## src/verilog/surfacePkg.sv

```systemverilog
package surfacePkg;

    // --------------------------------------------------
    // Fixed point and vectors
    // --------------------------------------------------

    // Q16.16 values
    localparam int FRAC_WIDTH = 16;

    typedef logic signed [31:0] fixedT;

    typedef struct packed {
        fixedT x;
        fixedT y;
        fixedT z;
    } vec3T;

    typedef struct packed {
        logic [7:0] r;
        logic [7:0] g;
        logic [7:0] b;
    } rgb8T;

    // Largest positive distance, i.e. no hit yet
    localparam fixedT FIXED_MAX = 32'h7fff_ffff;

    // --------------------------------------------------
    // Primitive indexing
    // --------------------------------------------------

    localparam int PRIM_INDEX_WIDTH = 12;
    localparam int COUNT_WIDTH = 8;

    typedef logic [PRIM_INDEX_WIDTH-1:0] primIndexT;
    typedef logic [COUNT_WIDTH-1:0] primCountT;

    // Batch bounds while no batch is active
    localparam primIndexT NULL_PRIM = '1;

    typedef enum logic [1:0] {
        stNone,
        stDiffuse,
        stMirror,
        stGround
    } surfaceTypeT;

    // --------------------------------------------------
    // Ground texture
    // --------------------------------------------------

    // First global primitive is the ground plane
    localparam primIndexT GROUND_PRIM = 12'd0;

    // Checker cell of 16 units along x and z
    localparam int CHECKER_SHIFT = FRAC_WIDTH + 4;

endpackage
```

## src/verilog/groupQueueIf.sv

```systemverilog


// Closest hit record, tracker to shading
interface closestHitIf;
    import surfacePkg::*;

    logic hit;
    fixedT t;
    primIndexT prim;
    rgb8T color;
    vec3T normal;
    surfaceTypeT surfType;

    modport tracker (
        output hit,
        output t,
        output prim,
        output color,
        output normal,
        output surfType
    );

    modport shading (
        input hit,
        input t,
        input prim,
        input color,
        input normal,
        input surfType
    );
endinterface

```

## src/verilog/closestHitTracker.sv

```systemverilog
`timescale 1ns/1ns

module closestHitTracker (
    input  logic clk,
    input  logic resetn,
    input  logic clear,
    input  surfacePkg::rgb8T clearColor,
    input  logic candHit,
    input  surfacePkg::fixedT candT,
    input  surfacePkg::primIndexT candPrim,
    input  surfacePkg::rgb8T candColor,
    input  surfacePkg::vec3T candNormal,
    input  surfacePkg::surfaceTypeT candType,
    closestHitIf.tracker ch
);
    import surfacePkg::*;

    logic isCloser;

    // Strictly nearer wins, so an earlier equal hit stays
    assign isCloser = candHit && (candT < ch.t);

    always_ff @(posedge clk or negedge resetn) begin
        if (!resetn) begin
            ch.hit <= 1'b0;
            ch.surfType <= stNone;
        end else if (clear) begin
            ch.hit <= 1'b0;
            ch.surfType <= stNone;
        end else if (isCloser) begin
            ch.hit <= 1'b1;
            ch.surfType <= candType;
        end
    end

    always_ff @(posedge clk) begin
        if (clear) begin
            ch.t <= FIXED_MAX;
            ch.prim <= NULL_PRIM;
            // Background colour for rays that miss everything
            ch.color <= clearColor;
        end else if (isCloser) begin
            ch.t <= candT;
            ch.prim <= candPrim;
            ch.color <= candColor;
            ch.normal <= candNormal;
        end
    end
endmodule

```

## src/flat_wrapper.sv

```systemverilog
// flat-port wrapper written by rule: the top's interface ports become plain ports
module closestHitTracker_flat import surfacePkg::*;
  (clk, resetn, clear, clearColor, candHit, candT, candPrim, candColor, candNormal, candType, ch_hit, ch_t, ch_prim, ch_color, ch_normal, ch_surfType);
  closestHitIf ch_i ();
  input  logic clk;
  input  logic resetn;
  input  logic clear;
  input  surfacePkg::rgb8T clearColor;
  input  logic candHit;
  input  surfacePkg::fixedT candT;
  input  surfacePkg::primIndexT candPrim;
  input  surfacePkg::rgb8T candColor;
  input  surfacePkg::vec3T candNormal;
  input  surfacePkg::surfaceTypeT candType;
  output wire logic [$bits(ch_i.hit)-1:0] ch_hit;
  output wire logic [$bits(ch_i.t)-1:0] ch_t;
  output wire logic [$bits(ch_i.prim)-1:0] ch_prim;
  output wire logic [$bits(ch_i.color)-1:0] ch_color;
  output wire logic [$bits(ch_i.normal)-1:0] ch_normal;
  output wire logic [$bits(ch_i.surfType)-1:0] ch_surfType;
  assign ch_hit = ch_i.hit;
  assign ch_t = ch_i.t;
  assign ch_prim = ch_i.prim;
  assign ch_color = ch_i.color;
  assign ch_normal = ch_i.normal;
  assign ch_surfType = ch_i.surfType;
  closestHitTracker u_core (.clk(clk), .resetn(resetn), .clear(clear), .clearColor(clearColor), .candHit(candHit), .candT(candT), .candPrim(candPrim), .candColor(candColor), .candNormal(candNormal), .candType(candType), .ch(ch_i));
endmodule
```

## config.mk

```make
export PLATFORM = sky130hd
export DESIGN_NAME = closestHitTracker_flat
export DESIGN_NICKNAME = d
export VERILOG_FILES = /design/src/verilog/surfacePkg.sv /design/src/verilog/groupQueueIf.sv /design/src/verilog/closestHitTracker.sv /design/src/flat_wrapper.sv
export SDC_FILE = /design/constraint.sdc
export NUM_CORES = 1
export LEC_CHECK = 0
export ABC_AREA = 0
export BUFFER_PORTS_ARGS = -buffer_cell sky130_fd_sc_hd__buf_4
export CAP_MARGIN = 20
export CORE_MARGIN = 3
export CORE_UTILIZATION = 30
export CTS_BUF_LIST = sky130_fd_sc_hd__clkbuf_16
export CTS_CLUSTER_DIAMETER = 60
export CTS_CLUSTER_SIZE = 28
export DETAILED_ROUTE_END_ITERATION = 8
export PLACE_DENSITY = 0.6
export SKIP_CTS_REPAIR_TIMING = 1
export SLEW_MARGIN = 20
export SYNTH_ARGS = -nofsm -noshare
export SYNTH_HDL_FRONTEND = slang
export SYNTH_SLANG_ARGS = --single-unit
```

## constraint.sdc

```tcl
create_clock -name clk -period 11.9 [get_ports clk]
set_input_delay 2.38 -clock clk [delete_from_list [all_inputs] [get_ports clk]]
set_output_delay 2.38 -clock clk [all_outputs]
set_load 0.01 [all_outputs]
```

==> results of run 1 <==
## where the power goes
group	total, mW	internal, mW	switching (mW)
Clock	0.578	0.307	0.271
Combinational	0.222	0.119	0.103
Sequential	0.685	0.669	0.0169
## sequential cells by signal, indices dropped and copies added (netlist names)
signal,cells
u_core.ch.hit,1
u_core.ch.surfType,2
u_core.ch.prim,12
u_core.ch.t,32
u_core.ch.color,24
u_core.ch.normal,96
## cell type report
type | count | area [um2] | share of cell area, %
Sequential cell | 167 | 4560 | 44.8
Timing Repair Buffer | 363 | 2730 | 26.8
Multi-Input combinational cell | 247 | 1810 | 17.7
Clock buffer | 17 | 425 | 4.18
Tap cell | 275 | 344 | 3.38
Clock inverter | 15 | 199 | 1.95
Inverter | 32 | 120 | 1.18
## logic make-up (layout without fill, tap and decap cells)
logic type	Yosys count	after routing	share of synthesized area, %
buf+inv	50	427	3.32
simple gates	119	119	7.68
fa+ha+maj	31	31	5.91
compound gates	27	27	2.53
flops	167	167	69.4
mux	70	70	11.1
## layer usage
metal / GRT usage [%] / vias up / routed length [um] / share of wire (%)
met5: 0 / - / 0 / 0
li1: - / 2379 / - / -
met2: 28.6 / 231 / 10300 / 51
met1: 18.9 / 2296 / 7900 / 39
met4: 4.50 / 0 / 341 / 1.7
met3: 5.63 / 25 / 1670 / 8.3
## cell usage after synthesis, types with 2 or more instances
cell type,count,area [um2]
a211o_1,2,17.5
a21oi_1,13,65.1
buf_4,3,22.5
clkbuf_1,13,48.8
dfrtp_1,3,75.1
dfxtp_1,44,881
edfxtp_1,120,3600
ha_1,31,388
inv_1,32,120
mux2_2,24,270
mux2i_1,46,460
nand2_1,9,33.8
nand2b_1,8,50.1
nand3_1,2,10.0
nand4_1,6,37.5
nor2_1,89,334
nor3_1,2,10.0
o21a_1,2,15.0
o21ai_0,4,20.0
## worst max path at each step
stage                                         end  slack [ns]  cells after the start
floorplan           u_core.ch.normal[0]$_DFFE_PP_        3.29                     10
CTS                  u_core.ch.color[8]$_DFFE_PP_        6.04                     10
global route        u_core.ch.color[10]$_DFFE_PP_        6.24                     10
finish               u_core.ch.color[3]$_DFFE_PP_        6.48                     10
global placement     u_core.ch.color[1]$_DFFE_PP_        5.68                     10
detailed placement   u_core.ch.color[7]$_DFFE_PP_        5.58                     10
## worst register-to-register path: stages (launching register included)
cell and delay (ns):
dfxtp_1 0.37, inv_1 0.06, ha_1 0.33, a21oi_1 0.14, o21ai_0 0.13, a221o_1 0.34, a211o_1 0.29, or3_1 0.39
nand3_4 0.11, buf_4 0.63, nand2b_2 0.59
## cell usage in the layout, fill, tap and decap left out, types with 2 or more instances in the layout
cell / synthesis / layout
dfxtp_1: 44 / 44
mux2i_1: 46 / 46
clkinv_4: 0 / 2
a21oi_1: 13 / 13
nor2_1: 89 / 88
clkinv_8: 0 / 3
inv_1: 32 / 32
o21ai_0: 4 / 4
nand2_1: 9 / 9
inv_8: 0 / 7
mux2_2: 24 / 24
o21a_1: 2 / 2
nand4_1: 6 / 6
dfrtp_1: 3 / 3
buf_4: 3 / 362
nand3_1: 2 / 2
a211o_1: 2 / 2
ha_1: 31 / 31
edfxtp_1: 120 / 120
nor3_1: 2 / 2
nand2b_1: 8 / 7
clkbuf_16: 0 / 17
## through the flow
step / power, mW / instance area [um2] / hold slack [ns] / utilization, % / cells
6_report: 1.49 / 10200 / 0.524 / 47.8 / 1116
5_1_grt: 1.55 / 10200 / 0.550 / 47.8 / 1116
2_1_floorplan: 0.794 / 6570 / 0.508 / - / 464
3_5_place_dp: 0.925 / 9550 / 0.514 / 44.9 / 1084
4_1_cts: 1.51 / 10200 / 0.530 / 47.8 / 1116
3_3_place_gp: 0.922 / 9550 / 0.506 / 44.9 / 1084
==> results.toml, run 1 <==
[timing]
fin_ws_ns = 6.48
worst_pin_slew_ns = 1.06
period_needed_ns = 5.42
fmax_ghz = 0.185
skew_ns = 0.0146
period_share_pct = 45.5
maxSlewViolCount = 0
rsz0062_at_grt = "false"
fin_setup_tns_ns = 0
setup_violations = 0
hold_violations = 0
slew_headroom_pct = 29.6

[critical_path]
cp-startpoint = "candT[23]"
r2r_start = "u_core.ch.t[23]$_SDFFE_PP1P_"
crit_chain = "buf_4 -> ha_1 -> a21oi_1 -> o21ai_0 -> a221o_1 -> a211o_1 -> or3_1 -> nand3_4 -> buf_4 -> nand2b_2"
path_max_fanout = 48
slowest_delay_ns = 0.63
cp-start-kind = "input port"
critPathKind = "in2reg"
cp.arrival_ns = 5.44
end_kind = "register"
reg2reg_to = "u_core.ch.color[3]$_DFFE_PP_"
slowest_stage = "buf_4"
rrSetupSlack_ns = 8.11
crit_buf_inv = 2
crit_path_frequent_cell = "buf_4"
critPathTopFamily = "simple AND/OR/NAND/NOR gates"
worstRegToRegCells = 10
worstPathRequired_ns = 11.92

[clock_tree]
path_clk_slew_ns = 0.07
clock_path_buffers = 2
cts_root_buffer = "clkbuf_16"
htreeDepth = 4
clock_latency_ns = 0.43
cts_buffers = 17
cts_sinks = 167
tritoncts = "built"

[floorplanning]
fp.dieH_um = 154
die_w_um = 154
rows = 53
initial_utilization_pct = 30.8
die_area_mm2 = 0.0237
ioPinCount = 361
core_mm2 = 0.0213

[min_path]
min_to = "u_core.ch.prim[11]$_SDFFE_PP1P_"
whs_path_depth = 2
hp-start = "u_core.ch.prim[11]$_SDFFE_PP1P_"
min_path_type = "reg2reg"

[yosys]
yosys_warnings = 0
synthArstFlopShare_pct = 1.80
ys_types = 30
syn_area_mm2 = 0.00657
synth-main-ff-cell = "edfxtp_1"
synth_area_per_cell_um2 = 14.2
synthCells = 464
ys_ff_latch = 167
syn_nets = 689
seq_area_frac_synth_pct = 69.4
synth_edf_count = 120

[place]
place_congestion = 0.781
dpl_worst_slack_ns = 5.58
portBuffers = 360
dp_hpwl_um = 15600

[run_status]
outcome = "completed"

[grt]
track_usage_pct = 16.3
grt_max_degree = 100
antenna_found_initial = 0
grt_pass1_wl_um = 29600
overflow = 0
grt_pass1_vias = 4910

[final_layout]
diodes = 0
num-fill-cells = 1975
layout-drive-gt1-share_pct = 50.3
nNetsFinal = 1053
area_growth_pct = 55.1

[power_and_ir_drop]
irDropWorstVdd_mv = 0.0849
p_per_area_mw_per_mm2 = 146
p_leak_nw = 4.80

[job]
maxCapViolations = 0

[routing]
viasPerCell = 4.42
antenna_left = 0
drc = 0
dr.pass1.iters = 4
postRouteWirelength_um = 20200
detail_route.wl_per_cell_um = 18.1
first_iter_violations = 219
num_vias = 4931
No activity file was read; power rests on OpenSTA's default activity.
==> run 2, diff against run 1 <==
==> constraint.sdc (replaced) <==
create_clock -name clk -period 5.7 [get_ports clk]
set_input_delay 1.14 -clock clk [delete_from_list [all_inputs] [get_ports clk]]
set_output_delay 1.14 -clock clk [all_outputs]
set_load 0.01 [all_outputs]
==> results.toml, run 2 (synthesized netlist as in run 1, its figures left out) <==
[place]
placed_area_mm2 = 0.00957
portBuffers = 360
place_inst = 1085
place_congestion = 0.774
dp_hpwl_um = 15500

[critical_path]
worstPathRequired_ns = 5.77
r2r_start = "u_core.ch.t[31]$_SDFFE_PP0P_"
cp-start-kind = "input port"
cp.arrival_ns = 3.81
path_max_fanout = 96
reg2reg_to = "u_core.ch.normal[71]$_DFFE_PP_"
worstRegToRegCells = 10
end_kind = "register"
critPathKind = "in2reg"
rrSetupSlack_ns = 2.33

[timing]
worst_pin_slew_ns = 0.771
period_share_pct = 65.7
maxSlewViolCount = 0
hold_violations = 0
period_needed_ns = 3.74
fmax_ghz = 0.267
setup_violations = 0
rsz0062_at_grt = "false"
fin_setup_tns_ns = 0
slew_headroom_pct = 48.6
skew_ns = 0.0159

[floorplanning]
core_mm2 = 0.0213
ioPinCount = 361
rows = 53
die_w_um = 154
initial_utilization_pct = 30.8
die_area_mm2 = 0.0237
fp.dieH_um = 154

[routing]
dr.pass1.iters = 4
first_iter_violations = 271
detail_route.wl_per_cell_um = 18.0
viasPerCell = 4.40
postRouteWirelength_um = 20100
antenna_left = 0
drc = 0
num_vias = 4912

[clock_tree]
cts_root_buffer = "clkbuf_16"
path_clk_slew_ns = 0.08
tritoncts = "built"
htreeDepth = 4
cts_buffers = 17
cts_sinks = 167
clock_path_buffers = 2
clock_latency_ns = 0.43

[final_layout]
largest_reg_flops = 96
stdcell_area_mm2 = 0.0102
layout-drive-gt1-share_pct = 50.2
layout_commonest_cell = "buf_4"
layout_common_cells = "363 x buf_4, 120 x edfxtp_1, 88 x nor2_1"
regMostFlops = "u_core.ch.normal"
largestRegisters = "u_core.ch.normal x96, u_core.ch.t x32, u_core.ch.color x24"
nNetsFinal = 1054
diodes = 0
final_cell_count_no_fill = 1117
num-fill-cells = 1950
area_growth_pct = 55.2

[power_and_ir_drop]
p_per_area_mw_per_mm2 = 302
combPwrFrac_pct = 15.1
p_sw_mw = 0.834
clockPowerShare_pct = 38.5
p_leak_nw = 4.80
seqPwrFrac_pct = 46.4
irDropWorstVdd_mv = 0.177
internal-power_mw = 2.25
power.share.switching_pct = 27.1

[min_path]
min_path_type = "in2async"

[grt]
grt_max_degree = 97
grt_pass1_vias = 4898
antenna_found_initial = 0
grt_pass1_wl_um = 29200
track_usage_pct = 16.1
overflow = 0

[job]
maxCapViolations = 0

[run_status]
outcome = "completed"
==> run 2: layout make-up <==
cell class              count  area, um2  area share [%]
multi-input cells         247       1800            17.7
well taps                 275        344            3.38
flip-flops and latches    167       4560            44.7
clock buffers              17        425            4.17
clock inverters            15        194            1.90
inverters                  32        120            1.18
repair buffers            364       2750            26.9
==> run 2: power groups by stage <==
| stage | registers, mW | clock network, mW | logic (mW) |
|---|---|---|---|
| after global placement | 1.46 | 0 | 0.468 |
| after detailed placement | 1.46 | 0 | 0.474 |
| after CTS | 1.43 | 1.22 | 0.475 |
| after floorplan | 1.50 | 0 | 0.159 |
| after global routing | 1.44 | 1.27 | 0.506 |
| final | 1.43 | 1.19 | 0.464 |
==> run 2: how the worst max path moves through the flow <==
stage,from,endpoint,slack (ns),depth (start not counted)
floorplan,candT[30],u_core.ch.normal[0]$_DFFE_PP_,1.07,10
global placement,candT[31],u_core.ch.normal[27]$_DFFE_PP_,1.45,10
detailed placement,candT[31],u_core.ch.normal[72]$_DFFE_PP_,1.47,10
CTS,candT[31],u_core.ch.normal[13]$_DFFE_PP_,1.90,10
global route,candT[31],u_core.ch.normal[71]$_DFFE_PP_,1.71,10
finish,candT[31],u_core.ch.normal[71]$_DFFE_PP_,1.96,10
==> run 2: layer usage <==
metal,vias to the layer above,global-route usage (%),wire (um)
met5,-,0,0
met4,0,4.63,372
met3,25,6.08,1860
met2,222,27.5,10100
met1,2282,18.9,7740
li1,2383,-,-
==> run 2: metrics by stage <==
stage | setup slack [ns] | util (%) | power [mW] | hold WS (ns)
floorplan | 1.07 | - | 1.65 | 0.508
global route | 1.71 | 47.9 | 3.22 | 0.473
detailed placement | 1.47 | 45.0 | 1.93 | 0.508
global placement | 1.45 | 45.0 | 1.93 | 0.499
finish | 1.96 | 47.9 | 3.08 | 0.495
CTS | 1.90 | 47.9 | 3.12 | 0.473
==> run 2: critical path: stages <==
cell	delay [ns]
buf_4	0.12
ha_1	0.32
nand4_1	0.19
nor4_2	0.43
nand2_1	0.09
o221ai_1	0.23
or3_1	0.19
nand3_4	0.37
nor2_4	0.23
buf_12	0.42
