<file path="src/verilog/surfacePkg.sv">
package surfacePkg;

    // --------------------------------------------------
    // Fixed point and vectors
    // --------------------------------------------------

    // Q16.16 values
    localparam int FRAC_WIDTH = 16;

    typedef logic signed [31:0] fixedT;

    typedef struct packed {
        fixedT x;
        fixedT y;
        fixedT z;
    } vec3T;

    typedef struct packed {
        logic [7:0] r;
        logic [7:0] g;
        logic [7:0] b;
    } rgb8T;

    // Largest positive distance, i.e. no hit yet
    localparam fixedT FIXED_MAX = 32'h7fff_ffff;

    // --------------------------------------------------
    // Primitive indexing
    // --------------------------------------------------

    localparam int PRIM_INDEX_WIDTH = 12;
    localparam int COUNT_WIDTH = 8;

    typedef logic [PRIM_INDEX_WIDTH-1:0] primIndexT;
    typedef logic [COUNT_WIDTH-1:0] primCountT;

    // Batch bounds while no batch is active
    localparam primIndexT NULL_PRIM = '1;

    typedef enum logic [1:0] {
        stNone,
        stDiffuse,
        stMirror,
        stGround
    } surfaceTypeT;

    // --------------------------------------------------
    // Ground texture
    // --------------------------------------------------

    // First global primitive is the ground plane
    localparam primIndexT GROUND_PRIM = 12'd0;

    // Checker cell of 16 units along x and z
    localparam int CHECKER_SHIFT = FRAC_WIDTH + 4;

endpackage
</file>
<file path="src/verilog/groupQueueIf.sv">
`timescale 1ns/1ns

// Scheduler to primitive group queue
interface groupQueueIf;
    import surfacePkg::*;

    logic clear;
    logic leafValid;
    logic pop;
    logic empty;
    primIndexT headStart;
    primCountT headCount;

    modport scheduler (
        output clear,
        output leafValid,
        output pop,
        input  empty,
        input  headStart,
        input  headCount
    );

    modport queue (
        input  clear,
        input  leafValid,
        input  pop,
        output empty,
        output headStart,
        output headCount
    );
endinterface


</file>
<file path="src/verilog/primitiveGroupQueue.sv">
`timescale 1ns/1ns

module primitiveGroupQueue #(
    parameter int QUEUE_DEPTH = 8,
    parameter surfacePkg::primIndexT globalStart = '0,
    parameter surfacePkg::primCountT globalCount = 8'd3
) (
    input  logic clk,
    input  logic resetn,
    groupQueueIf.queue q,
    input  surfacePkg::primIndexT leafStart [2],
    input  surfacePkg::primCountT leafCount [2]
);
    import surfacePkg::*;

    localparam int PTR_WIDTH = $clog2(QUEUE_DEPTH);

    primIndexT startMem [QUEUE_DEPTH];
    primCountT countMem [QUEUE_DEPTH];

    logic [PTR_WIDTH-1:0] head;
    logic [PTR_WIDTH-1:0] tail;
    logic [PTR_WIDTH-1:0] slot1;
    logic push0;
    logic push1;

    function automatic logic [PTR_WIDTH-1:0] nextPtr(input logic [PTR_WIDTH-1:0] p);
        return (p == PTR_WIDTH'(QUEUE_DEPTH - 1)) ? '0 : p + 1'b1;
    endfunction

    // Empty leaf slots are skipped, slot 0 goes first
    assign push0 = q.leafValid && (leafCount[0] != '0);
    assign push1 = q.leafValid && (leafCount[1] != '0);
    assign slot1 = push0 ? nextPtr(tail) : tail;

    assign q.empty = (head == tail);
    assign q.headStart = startMem[head];
    assign q.headCount = countMem[head];

    always_ff @(posedge clk or negedge resetn) begin
        if (!resetn) begin
            head <= '0;
            tail <= '0;
        end else if (q.clear) begin
            // Global group sits in slot 0
            head <= '0;
            tail <= nextPtr('0);
        end else begin
            if (q.pop) begin
                head <= nextPtr(head);
            end
            tail <= push1 ? nextPtr(slot1) : slot1;
        end
    end

    always_ff @(posedge clk) begin
        if (q.clear) begin
            startMem[0] <= globalStart;
            countMem[0] <= globalCount;
        end else begin
            if (push0) begin
                startMem[tail] <= leafStart[0];
                countMem[tail] <= leafCount[0];
            end
            if (push1) begin
                startMem[slot1] <= leafStart[1];
                countMem[slot1] <= leafCount[1];
            end
        end
    end
endmodule

</file>
<file path="src/flat_wrapper.sv">
// flat-port wrapper written by rule: the top's interface ports become plain ports
module primitiveGroupQueue_flat import surfacePkg::*;
#(
    parameter int QUEUE_DEPTH = 8,
    parameter surfacePkg::primIndexT globalStart = '0,
    parameter surfacePkg::primCountT globalCount = 8'd3
)
  (clk, resetn, leafStart, leafCount, q_clear, q_leafValid, q_pop, q_empty, q_headStart, q_headCount);
  groupQueueIf q_i ();
  input  logic clk;
  input  logic resetn;
  input  surfacePkg::primIndexT leafStart[2];
  input  surfacePkg::primCountT leafCount[2];
  input wire logic [$bits(q_i.clear)-1:0] q_clear;
  input wire logic [$bits(q_i.leafValid)-1:0] q_leafValid;
  input wire logic [$bits(q_i.pop)-1:0] q_pop;
  output wire logic [$bits(q_i.empty)-1:0] q_empty;
  output wire logic [$bits(q_i.headStart)-1:0] q_headStart;
  output wire logic [$bits(q_i.headCount)-1:0] q_headCount;
  assign q_i.clear = q_clear;
  assign q_i.leafValid = q_leafValid;
  assign q_i.pop = q_pop;
  assign q_empty = q_i.empty;
  assign q_headStart = q_i.headStart;
  assign q_headCount = q_i.headCount;
  primitiveGroupQueue #(.QUEUE_DEPTH(QUEUE_DEPTH), .globalStart(globalStart), .globalCount(globalCount)) u_core (.clk(clk), .resetn(resetn), .q(q_i), .leafStart(leafStart), .leafCount(leafCount));
endmodule
</file>
<file path="config.mk">
export PLATFORM = sky130hd
export DESIGN_NAME = primitiveGroupQueue_flat
export DESIGN_NICKNAME = d
export VERILOG_FILES = /design/src/verilog/surfacePkg.sv /design/src/verilog/groupQueueIf.sv /design/src/verilog/primitiveGroupQueue.sv /design/src/flat_wrapper.sv
export SDC_FILE = /design/constraint.sdc
export NUM_CORES = 1
export LEC_CHECK = 0
export BUFFER_PORTS_ARGS = -buffer_cell sky130_fd_sc_hd__buf_4
export CAP_MARGIN = 20
export CORE_ASPECT_RATIO = 1.4
export CORE_MARGIN = 5
export CORE_UTILIZATION = 40
export DETAILED_ROUTE_END_ITERATION = 8
export PLACE_DENSITY = 0.59
export SLEW_MARGIN = 25
export SYNTH_ARGS = -nofsm -noshare
export SYNTH_HDL_FRONTEND = slang
export SYNTH_SLANG_ARGS = --single-unit
</file>
<file path="constraint.sdc">
create_clock -name clk -period 3.3 [get_ports clk]
set_input_delay 0.33 -clock clk [delete_from_list [all_inputs] [get_ports clk]]
set_output_delay 0.33 -clock clk [all_outputs]
set_load 0.05 [all_outputs]
</file>
==> results.cfg, run 1 <==
[layout]
drive_gt1_frac = 0.603
area_delta_synth_final_pct = 17.3
fillers = 1952
final_nets = 657
antennaDiodeCount = 0
regArea_sq_um = 4960
fin_util = 0.471
fin_area_sq_um = 10500
multi_input_area_sq_um = 3770

[floorplan]
ios = 66
die_height_um = 187
die_x_um = 137
core-area_sq_um = 22400
die_area_sq_um = 25600
start_util = 0.402
rows = 65

[flow_run]
maxCapViolCount = 0

[synth]
synthesis.nets = 587
synth_ff_type = edfxtp_1
synth_area_leader_cell = edfxtp_1
synth_most_common_cell = mux2_2
syn_area_sq_um = 8980
yosysTopAreaCellShare = 0.535
synthDistinctLibCells = 41
synth_edf_count = 160
syn_area_per_cell_sq_um = 16.8
async_flop_share = 0.0361
yosys-top-cells-area = edfxtp_1 53%, mux2_2 20%, mux4_2 10%
syn_inst = 536
yosys_warnings = 0
synth-seq-cells = 166
ys_seq_area_frac = 0.551
ys_top_cells_by_count = 162 x mux2_2, 160 x edfxtp_1, 40 x mux4_2

[clock_tree]
cts_tree = yes
cts_resized = 0
clk_path_buf_depth = 2
postCtsSetupRepairBufs = 0
cts.clk_slew.worst_paths_ns = 0.07
cts-root-buf = clkbuf_16
cts_hold_buf = 1
cts_sinks = 166
cts-buffers-inserted = 17
htree_num_levels = 4
worstSkewPairLatency_ns = 0.43

[hold_path]
hold_start = q_clear
hold_path_class = in -> reg

[timing]
period_minus_slack_ns = 2.63
period_share = 0.796
setup_tns_ns = 0
slew_viol_final = 0
rsz0062_at_grt = no
tightestPinTransition_ns = 0.725
finalSetupViolCount = 0
finalHoldViolations = 0
relSlewSlack = 0.516
finalClockSkew_ns = 0.00932
max_freq_mhz = 381

[outcome]
outcome = finished, final reports clean

[placement]
place_area_sq_um = 9920
io_buffers = 65
hpwl_mm = 14.3
gp_congestion = 0.748

[critical_path]
worstReg2RegStart = u_core.tail[2]$_DFF_PN0_
crit_path_start = u_core.head[1]$_DFFE_PN0P_
critPathMaxFanout = 27
cp-start-kind = flip-flop
endpoint_kind = output pin
setup.worst_path.class = reg -> out
cp.arrival_ns = 2.30
worstPathRequired_ns = 2.97
rrSetupSlack_ns = 0.72

[pwr]
total_power_mw = 5.75
p_comb_frac = 0.200
p_seq_frac = 0.442
clockPowerShare = 0.358
internal_power_mw = 4.19
p_per_area_nw_per_um2 = 545
swShare = 0.271
power.leakage_nw = 3.89
p_switching_mw = 1.56
irDropWorstVdd_mv = 0.362

[detailed_routing]
via_per_inst = 5.39
drc = 0
ant_nets = 0
wl_per_cell_um = 23.7
num_vias = 4961
wirelength_mm = 21.8
drtPass1Iterations = 4
drt_iter0_markers = 315

[global_routing]
gr-total-overflow = 0
antenna_found_initial = 0
grt_pass1_wl_mm = 33.2
grt_use_total = 0.177
grt_pass1_vias = 5473
grt_max_degree = 45
[per-stage QoR]
step	std cells	setup slack [ns]	hold slack, ns
detailed placement	887	0.281	0.140
floorplan	536	0.339	0.0344
global placement	887	0.358	0.140
finish	920	0.675	0.159
global route	920	0.579	0.167
CTS	920	0.638	0.149
[state kept, by name (all words and copies together) (netlist names)]
| name | flops |
|---|---|
| u_core.tail | 3 |
| u_core.countMem | 64 |
| u_core.startMem | 96 |
| u_core.head | 3 |
[layout by cell type, fill, tap and decap left out, types with 2 or more instances in the layout]
cell type,count
mux2_2,162
nand2b_1,5
inv_1,2
inv_6,2
buf_4,97
ha_1,6
or4_4,2
mux2_1,2
nor2b_4,3
clkinv_4,2
a31o_2,2
nand2_1,9
clkbuf_16,17
nor2_1,7
nor3_1,3
buf_12,4
mux2i_1,6
clkinv_1,2
nand3_1,3
nor4_1,5
clkinvlp_4,4
bufinv_16,3
mux2_4,20
dfrtp_2,2
and2_1,18
dfrtp_1,4
xor2_1,4
o21ai_2,3
edfxtp_1,160
a21oi_1,2
mux4_2,40
[logic make-up after synthesis]
family                     count (synthesis)  share of synthesized area
adders and majority gates                  6                    0.00836
buffers and inverters                     53                     0.0323
xor gates and xnor gates                   4                    0.00390
DFF                                      166                      0.551
AOI/OAI and AO/OA                         14                     0.0139
muxes                                    230                      0.346
and+or+nand+nor                           63                     0.0441
[worst paths after layout]
kind | to | cells after the start
max reg2reg | u_core.countMem[0][6]$_DFFE_PP_ | 6
max | q_headStart[11] | 4
max in group asynchronous | u_core.head[1]$_DFFE_PN0P_ | 2
min in group asynchronous | u_core.tail[0]$_DFF_PN0_ | 2
min | u_core.tail[1]$_DFF_PN0_ | 2
min reg2reg | u_core.tail[1]$_DFF_PN0_ | 4
[per-layer routing]
| layer | track usage | part of all wire | wire length [um] | vias up |
|---|---|---|---|---|
| met5 | 0 | 0 | 0 | - |
| met4 | 0.0597 | 0.021 | 454 | 0 |
| met3 | 0.0323 | 0.043 | 950 | 27 |
| met2 | 0.305 | 0.53 | 11600 | 116 |
| met1 | 0.222 | 0.41 | 8870 | 2563 |
| li1 | - | - | - | 2255 |
[critical path: stages (launching register included)]
cell and delay (ns):
dfrtp_2 0.72, buf_12 0.29, mux4_2 0.34, mux2_2 0.31
buf_4 0.20
[power by group through the flow]
stage | sequential (mW) | clock [mW] | combinational [mW]
finish | 2.54 | 2.06 | 1.15
global route | 2.55 | 2.17 | 1.23
CTS | 2.54 | 2.09 | 1.17
detailed placement | 2.58 | 0 | 1.16
global placement | 2.58 | 0 | 1.14
floorplan | 2.56 | 0 | 0.812
[final cells by class]
type	count	share of cell area
timing repair buffer	102	0.0777
clock buffer	18	0.0407
sequential	166	0.470
tap	301	0.0357
multi-input combinational	317	0.358
inverter	2	0.000713
clock inverter	14	0.0165
Power figures use the tool's default switching activity.
==> run 2, diff against run 1 <==
--- a/config.mk
+++ b/config.mk
@@ -5,6 +5,7 @@
 export SDC_FILE = /design/constraint.sdc
 export NUM_CORES = 1
 export LEC_CHECK = 0
+export ABC_AREA = 1
 export BUFFER_PORTS_ARGS = -buffer_cell sky130_fd_sc_hd__buf_4
 export CAP_MARGIN = 20
 export CORE_ASPECT_RATIO = 1.4
==> constraint.sdc (replaced) <==
create_clock -name clk -period 2.4 [get_ports clk]
set_input_delay 0.24 -clock clk [delete_from_list [all_inputs] [get_ports clk]]
set_output_delay 0.24 -clock clk [all_outputs]
set_load 0.05 [all_outputs]
==> results.cfg, run 2 <==
[outcome]
outcome = finished, final reports clean

[pwr]
irDropWorstVdd_mv = 0.498
swShare = 0.324
internal_power_mw = 5.53
p_seq_frac = 0.422
p_per_area_nw_per_um2 = 739
p_comb_frac = 0.249
power.leakage_nw = 4.81
clockPowerShare = 0.329
p_switching_mw = 2.65

[flow_run]
maxCapViolCount = 0

[synth]
ys_seq_area_frac = 0.524
async_flop_share = 0.0361
synth_area_leader_cell = edfxtp_1
syn_area_per_cell_sq_um = 8.15
synth-seq-cells = 166
yosysTopAreaCellShare = 0.508
yosys_warnings = 0
syn_inst = 1160
synth_most_common_cell = nand2_1
ys_top_cells_by_count = 417 x nand2_1, 169 x nand3_1, 160 x edfxtp_1
synthesis.nets = 1211
yosys-top-cells-area = edfxtp_1 51%, nand2_1 17%, nand3_1 9.0%
synthDistinctLibCells = 27
synth_edf_count = 160
synth_ff_type = edfxtp_1
syn_area_sq_um = 9450

[layout]
fin_area_sq_um = 11100
multi_input_area_sq_um = 3860
largest_reg_flops = 96
final_common_cell = nand2_1
regArea_sq_um = 4960
area_delta_synth_final_pct = 17.0
drive_gt1_frac = 0.159
fillers = 2283
antennaDiodeCount = 0
top_regs = u_core.startMem: 96 flops, u_core.countMem: 64 flops
final_nets = 1249
mostFrequentLayoutCells = 417 x nand2_1, 169 x nand3_1, 160 x edfxtp_1
regMostFlops = u_core.startMem
stdcell_count = 1517

[timing]
period_minus_slack_ns = 2.28
rsz0062_at_grt = no
finalHoldViolations = 0
setup_tns_ns = 0
finalClockSkew_ns = 0.00690
tightestPinTransition_ns = 0.534
relSlewSlack = 0.644
max_freq_mhz = 438
whs_ns = 0.124
period_share = 0.951
fin_ws_ns = 0.117
slew_viol_final = 0
finalSetupViolCount = 0

[critical_path]
crit_slowest_cell = dfrtp_1
crit_path_start = u_core.head[1]$_DFFE_PN0P_
cp-start-kind = flip-flop
worstPathCellList = buf_6, o21ai_0, o22ai_1, nand2_1, nand2_1, buf_4
critPathMaxFanout = 42
cp.arrival_ns = 2.04
endpoint_kind = output pin
cpMostUsedCell = nand2_1
worstReg2RegStart = u_core.tail[0]$_DFF_PN0_
setup.worst_path.class = reg -> out
r2r-end = u_core.countMem[7][5]$_DFFE_PP_
max_stage_delay_ns = 0.40
worstPathRequired_ns = 2.16
cp-endpoint = q_headStart[10]
rrSetupSlack_ns = 0.20
ff2ff_path_depth = 9

[floorplan]
die_area_sq_um = 26800
core-area_sq_um = 23300
start_util = 0.406
die_height_um = 192
die_x_um = 140
rows = 66
ios = 66

[detailed_routing]
drt_iter0_markers = 959
via_per_inst = 5.63
wirelength_mm = 32.7
ant_nets = 0
drc = 0
wl_per_cell_um = 21.6
drtPass1Iterations = 5
num_vias = 8537

[global_routing]
grt_pass1_wl_mm = 49.8
grt_pass1_vias = 8480
gr-total-overflow = 0
antenna_found_initial = 0
grt_max_degree = 67
grt_use_total = 0.244

[clock_tree]
cts_tree = yes
worstSkewPairLatency_ns = 0.43
cts.clk_slew.worst_paths_ns = 0.06
cts_sinks = 166
cts-buffers-inserted = 17
clk_path_buf_depth = 2
cts-root-buf = clkbuf_16
htree_num_levels = 4

[placement]
gp_congestion = 0.858
io_buffers = 65
place_area_sq_um = 10400
hpwl_mm = 19.8
pre_cts_ws_ns = 0.237
dp.cells = 1482

[hold_path]
hold_path_class = in -> reg
==> run 2: changes by cell type after synthesis, sizes merged, moves of 41 or more <==
cell | before | now
nor2 | 8 | 117
buf | 22 | 65
nand2 | 10 | 424
nand3 | 3 | 169
o21ai | 5 | 89
o22ai | 0 | 41
mux2 | 184 | 0
==> run 2: kinds of logic after synthesis <==
group / Yosys count / share of synthesized area
simple gates: 717 / 0.318
flops: 166 / 0.524
buf+inv: 137 / 0.0707
compound gates: 131 / 0.0764
fa+ha+maj: 6 / 0.00794
xor+xnor: 3 / 0.00278
==> run 2: final cells by class <==
type                    count  share of cell area
repair buffers            124               0.106
clock buffers              20              0.0395
flip-flops and latches    166               0.448
clock inverters            12              0.0117
inverters                  32              0.0114
multi-input cells         857               0.349
well taps                 306              0.0346
==> run 2: metrics by stage <==
| stage | utilization | total power [mW] |
|---|---|---|
| after detailed placement | 0.448 | 5.52 |
| after floorplan | - | 4.73 |
| after CTS | 0.473 | 8.18 |
| after global placement | 0.448 | 5.50 |
| final | 0.475 | 8.18 |
| after global routing | 0.475 | 8.46 |
==> run 2: worst min path at each step <==
stage	slack (ns)	depth (start not counted)	endpoint	from
CTS	0.11	3	u_core.head[1]$_DFFE_PN0P_	q_pop
floorplan	-0.06	0	u_core.head[0]$_DFFE_PN0P_	resetn
global route	0.14	3	u_core.head[0]$_DFFE_PN0P_	q_pop
global placement	0.05	1	u_core.tail[2]$_DFF_PN0_	resetn
finish	0.12	3	u_core.head[1]$_DFFE_PN0P_	q_pop
detailed placement	0.06	1	u_core.tail[2]$_DFF_PN0_	resetn
==> run 2: routing by layer <==
layer,track usage,vias up,share of wire
met5,0,-,0
met4,0.0813,0,0.023
met3,0.0294,58,0.076
met2,0.443,437,0.52
met1,0.302,4085,0.38
li1,-,3957,-
==> run 2: power groups by stage <==
| stage | clock, mW | combinational (mW) | sequential, mW |
|---|---|---|---|
| 2_1_floorplan | 0 | 1.23 | 3.50 |
| 3_3_place_gp | 0 | 1.99 | 3.51 |
| 3_5_place_dp | 0 | 2.01 | 3.51 |
| 4_1_cts | 2.71 | 2.01 | 3.45 |
| 5_1_grt | 2.82 | 2.18 | 3.46 |
| 6_report | 2.69 | 2.03 | 3.45 |
==> run 2: critical path: cells and delay by family (launching register included) <==
kind,cells,cell delay (ns)
AO/OA/AOI/OAI,2,0.35
buffers and inverters,2,0.61
flip-flops,1,0.40
AND/OR/NAND/NOR,2,0.25
==> run 2: repair_timing <==
action / 4_1_cts / 5_1_grt
hold buffers: 1 / 0
endpoints found under the hold margin: 6 / 0
buffers inserted: 0 / 1
resized for setup: 0 / 4
endpoints found under the setup margin: 0 / 7
==> run 3, diff against run 2 <==
--- a/config.mk
+++ b/config.mk
@@ -10,9 +10,9 @@
 export CAP_MARGIN = 20
 export CORE_ASPECT_RATIO = 1.4
 export CORE_MARGIN = 5
-export CORE_UTILIZATION = 40
+export CORE_UTILIZATION = 55
 export DETAILED_ROUTE_END_ITERATION = 8
-export PLACE_DENSITY = 0.59
+export PLACE_DENSITY = 0.77
 export SLEW_MARGIN = 25
 export SYNTH_ARGS = -nofsm -noshare
 export SYNTH_HDL_FRONTEND = slang
==> results.cfg, run 3 (synthesis results as in run 2) <==
[detailed_routing]
num_vias = 8742
wirelength_mm = 30.1
wl_per_cell_um = 21.3
drtPass1Iterations = 6
ant_nets = 0
via_per_inst = 6.19
drt_iter0_markers = 1039
drc = 0

[timing]
slew_viol_final = 0
whs_ns = 0.0629
finalSetupViolCount = 0
rsz0062_at_grt = no
tightestPinTransition_ns = 0.562
fin_ws_ns = 0.115
period_share = 0.952
relSlewSlack = 0.625
max_freq_mhz = 438
period_minus_slack_ns = 2.29
finalHoldViolations = 0
finalClockSkew_ns = 0.0101
setup_tns_ns = 0

[layout]
regMostFlops = u_core.startMem
largest_reg_flops = 96
fin_util = 0.644
mostFrequentLayoutCells = 417 x nand2_1, 169 x nand3_1, 160 x edfxtp_1
top_regs = u_core.startMem: 96 flops, u_core.countMem: 64 flops
regArea_sq_um = 4960
multi_input_area_sq_um = 3860
drive_gt1_frac = 0.162
stdcell_count = 1413
fillers = 1385
final_nets = 1249
fin_area_sq_um = 10800
antennaDiodeCount = 0
area_delta_synth_final_pct = 14.6
final_common_cell = nand2_1

[critical_path]
cpMostUsedCell = nand2_1
crit_buf_inv = 3
max_stage_delay_ns = 0.49
path_delay_family = buffers and inverters
cp-start-kind = flip-flop
worstPathRequired_ns = 2.16
worstPathCellList = inv_2, bufbuf_16, nor2_1, o22ai_1, nand2_1, nand2_1, buf_4
cp.arrival_ns = 2.05
setup.worst_path.class = reg -> out
critPathMaxFanout = 34
endpoint_kind = output pin
crit_slowest_cell = dfrtp_2

[floorplan]
die_height_um = 165
core-area_sq_um = 16800
rows = 56
die_x_um = 121
ios = 66
start_util = 0.562
die_area_sq_um = 19900

[clock_tree]
cts_sinks = 166
clk_path_buf_depth = 2
cts_tree = yes
cts-root-buf = clkbuf_16
htree_num_levels = 4
cts-buffers-inserted = 17
cts.clk_slew.worst_paths_ns = 0.07
worstSkewPairLatency_ns = 0.43

[pwr]
swShare = 0.326
power.leakage_nw = 4.79
internal_power_mw = 5.51
total_power_mw = 8.18
p_switching_mw = 2.67
clockPowerShare = 0.335
p_seq_frac = 0.422
p_per_area_nw_per_um2 = 755
irDropWorstVdd_mv = 0.600
p_comb_frac = 0.243

[flow_run]
maxCapViolCount = 0

[global_routing]
gr-total-overflow = 0
antenna_found_initial = 0
grt_pass1_wl_mm = 46.9
grt_pass1_vias = 8594
grt_use_total = 0.310
grt_max_degree = 52

[placement]
pre_cts_ws_ns = 0.231
hpwl_mm = 18.6
dp.cells = 1379
gp_congestion = 0.905
io_buffers = 65
place_area_sq_um = 10200

[outcome]
outcome = finished, final reports clean

[hold_path]
hold_path_class = in -> reg
-- run 3: cell types whose count changed in the layout (fill, tap and decap cells not counted), sizes merged --
cell | previous run | this run
inv | 33 | 36
clkinv | 5 | 4
bufbuf | 0 | 1
clkbuf | 21 | 17
-- run 3: what timing repair did --
item,4_1_cts,5_1_grt
resized for setup,0,1
gates cloned,1,0
setup endpoints to repair,1,14
hold buffers,1,0
setup buffers,0,1
endpoints found under the hold margin,6,0
-- run 3: final cells by class --
class,instances,share of cell area
Inverter,32,0.0111
Clock buffer,17,0.0393
Multi-Input combinational cell,857,0.356
Timing Repair Buffer,124,0.0981
Tap cell,203,0.0235
Sequential cell,166,0.458
Clock inverter,14,0.0139
-- run 3: power groups by stage --
stage	Sequential, mW	Combinational, mW	Clock, mW
3_5_place_dp	3.52	1.92	0
3_3_place_gp	3.51	1.88	0
5_1_grt	3.46	2.12	2.85
2_1_floorplan	3.50	1.23	0
4_1_cts	3.46	1.95	2.73
6_report	3.45	1.99	2.74
-- run 3: worst paths after layout --
kind	start	endpoint	slack, ns	cells after the start
min in group asynchronous	resetn	u_core.head[0]$_DFFE_PN0P_	0.16	2
max	u_core.head[0]$_DFFE_PN0P_	q_headCount[1]	0.11	7
min	q_pop	u_core.head[2]$_DFFE_PN0P_	0.06	3
max reg2reg	u_core.tail[0]$_DFF_PN0_	u_core.countMem[3][2]$_DFFE_PP_	0.20	9
max in group asynchronous	resetn	u_core.head[0]$_DFFE_PN0P_	2.12	2
min reg2reg	u_core.head[2]$_DFFE_PN0P_	u_core.head[2]$_DFFE_PN0P_	0.65	3
-- run 3: per-layer routing --
metal,share of wire,routed length (um),GRT usage
met1,0.35,10500,0.381
met2,0.49,14800,0.524
met3,0.12,3570,0.0545
met4,0.044,1330,0.163
met5,0,0,0
-- run 3: tightest hold or removal path, stage by stage --
cell and delay, ns:
buf_4 0.09, nand3_1 0.06, o21ai_0 0.06
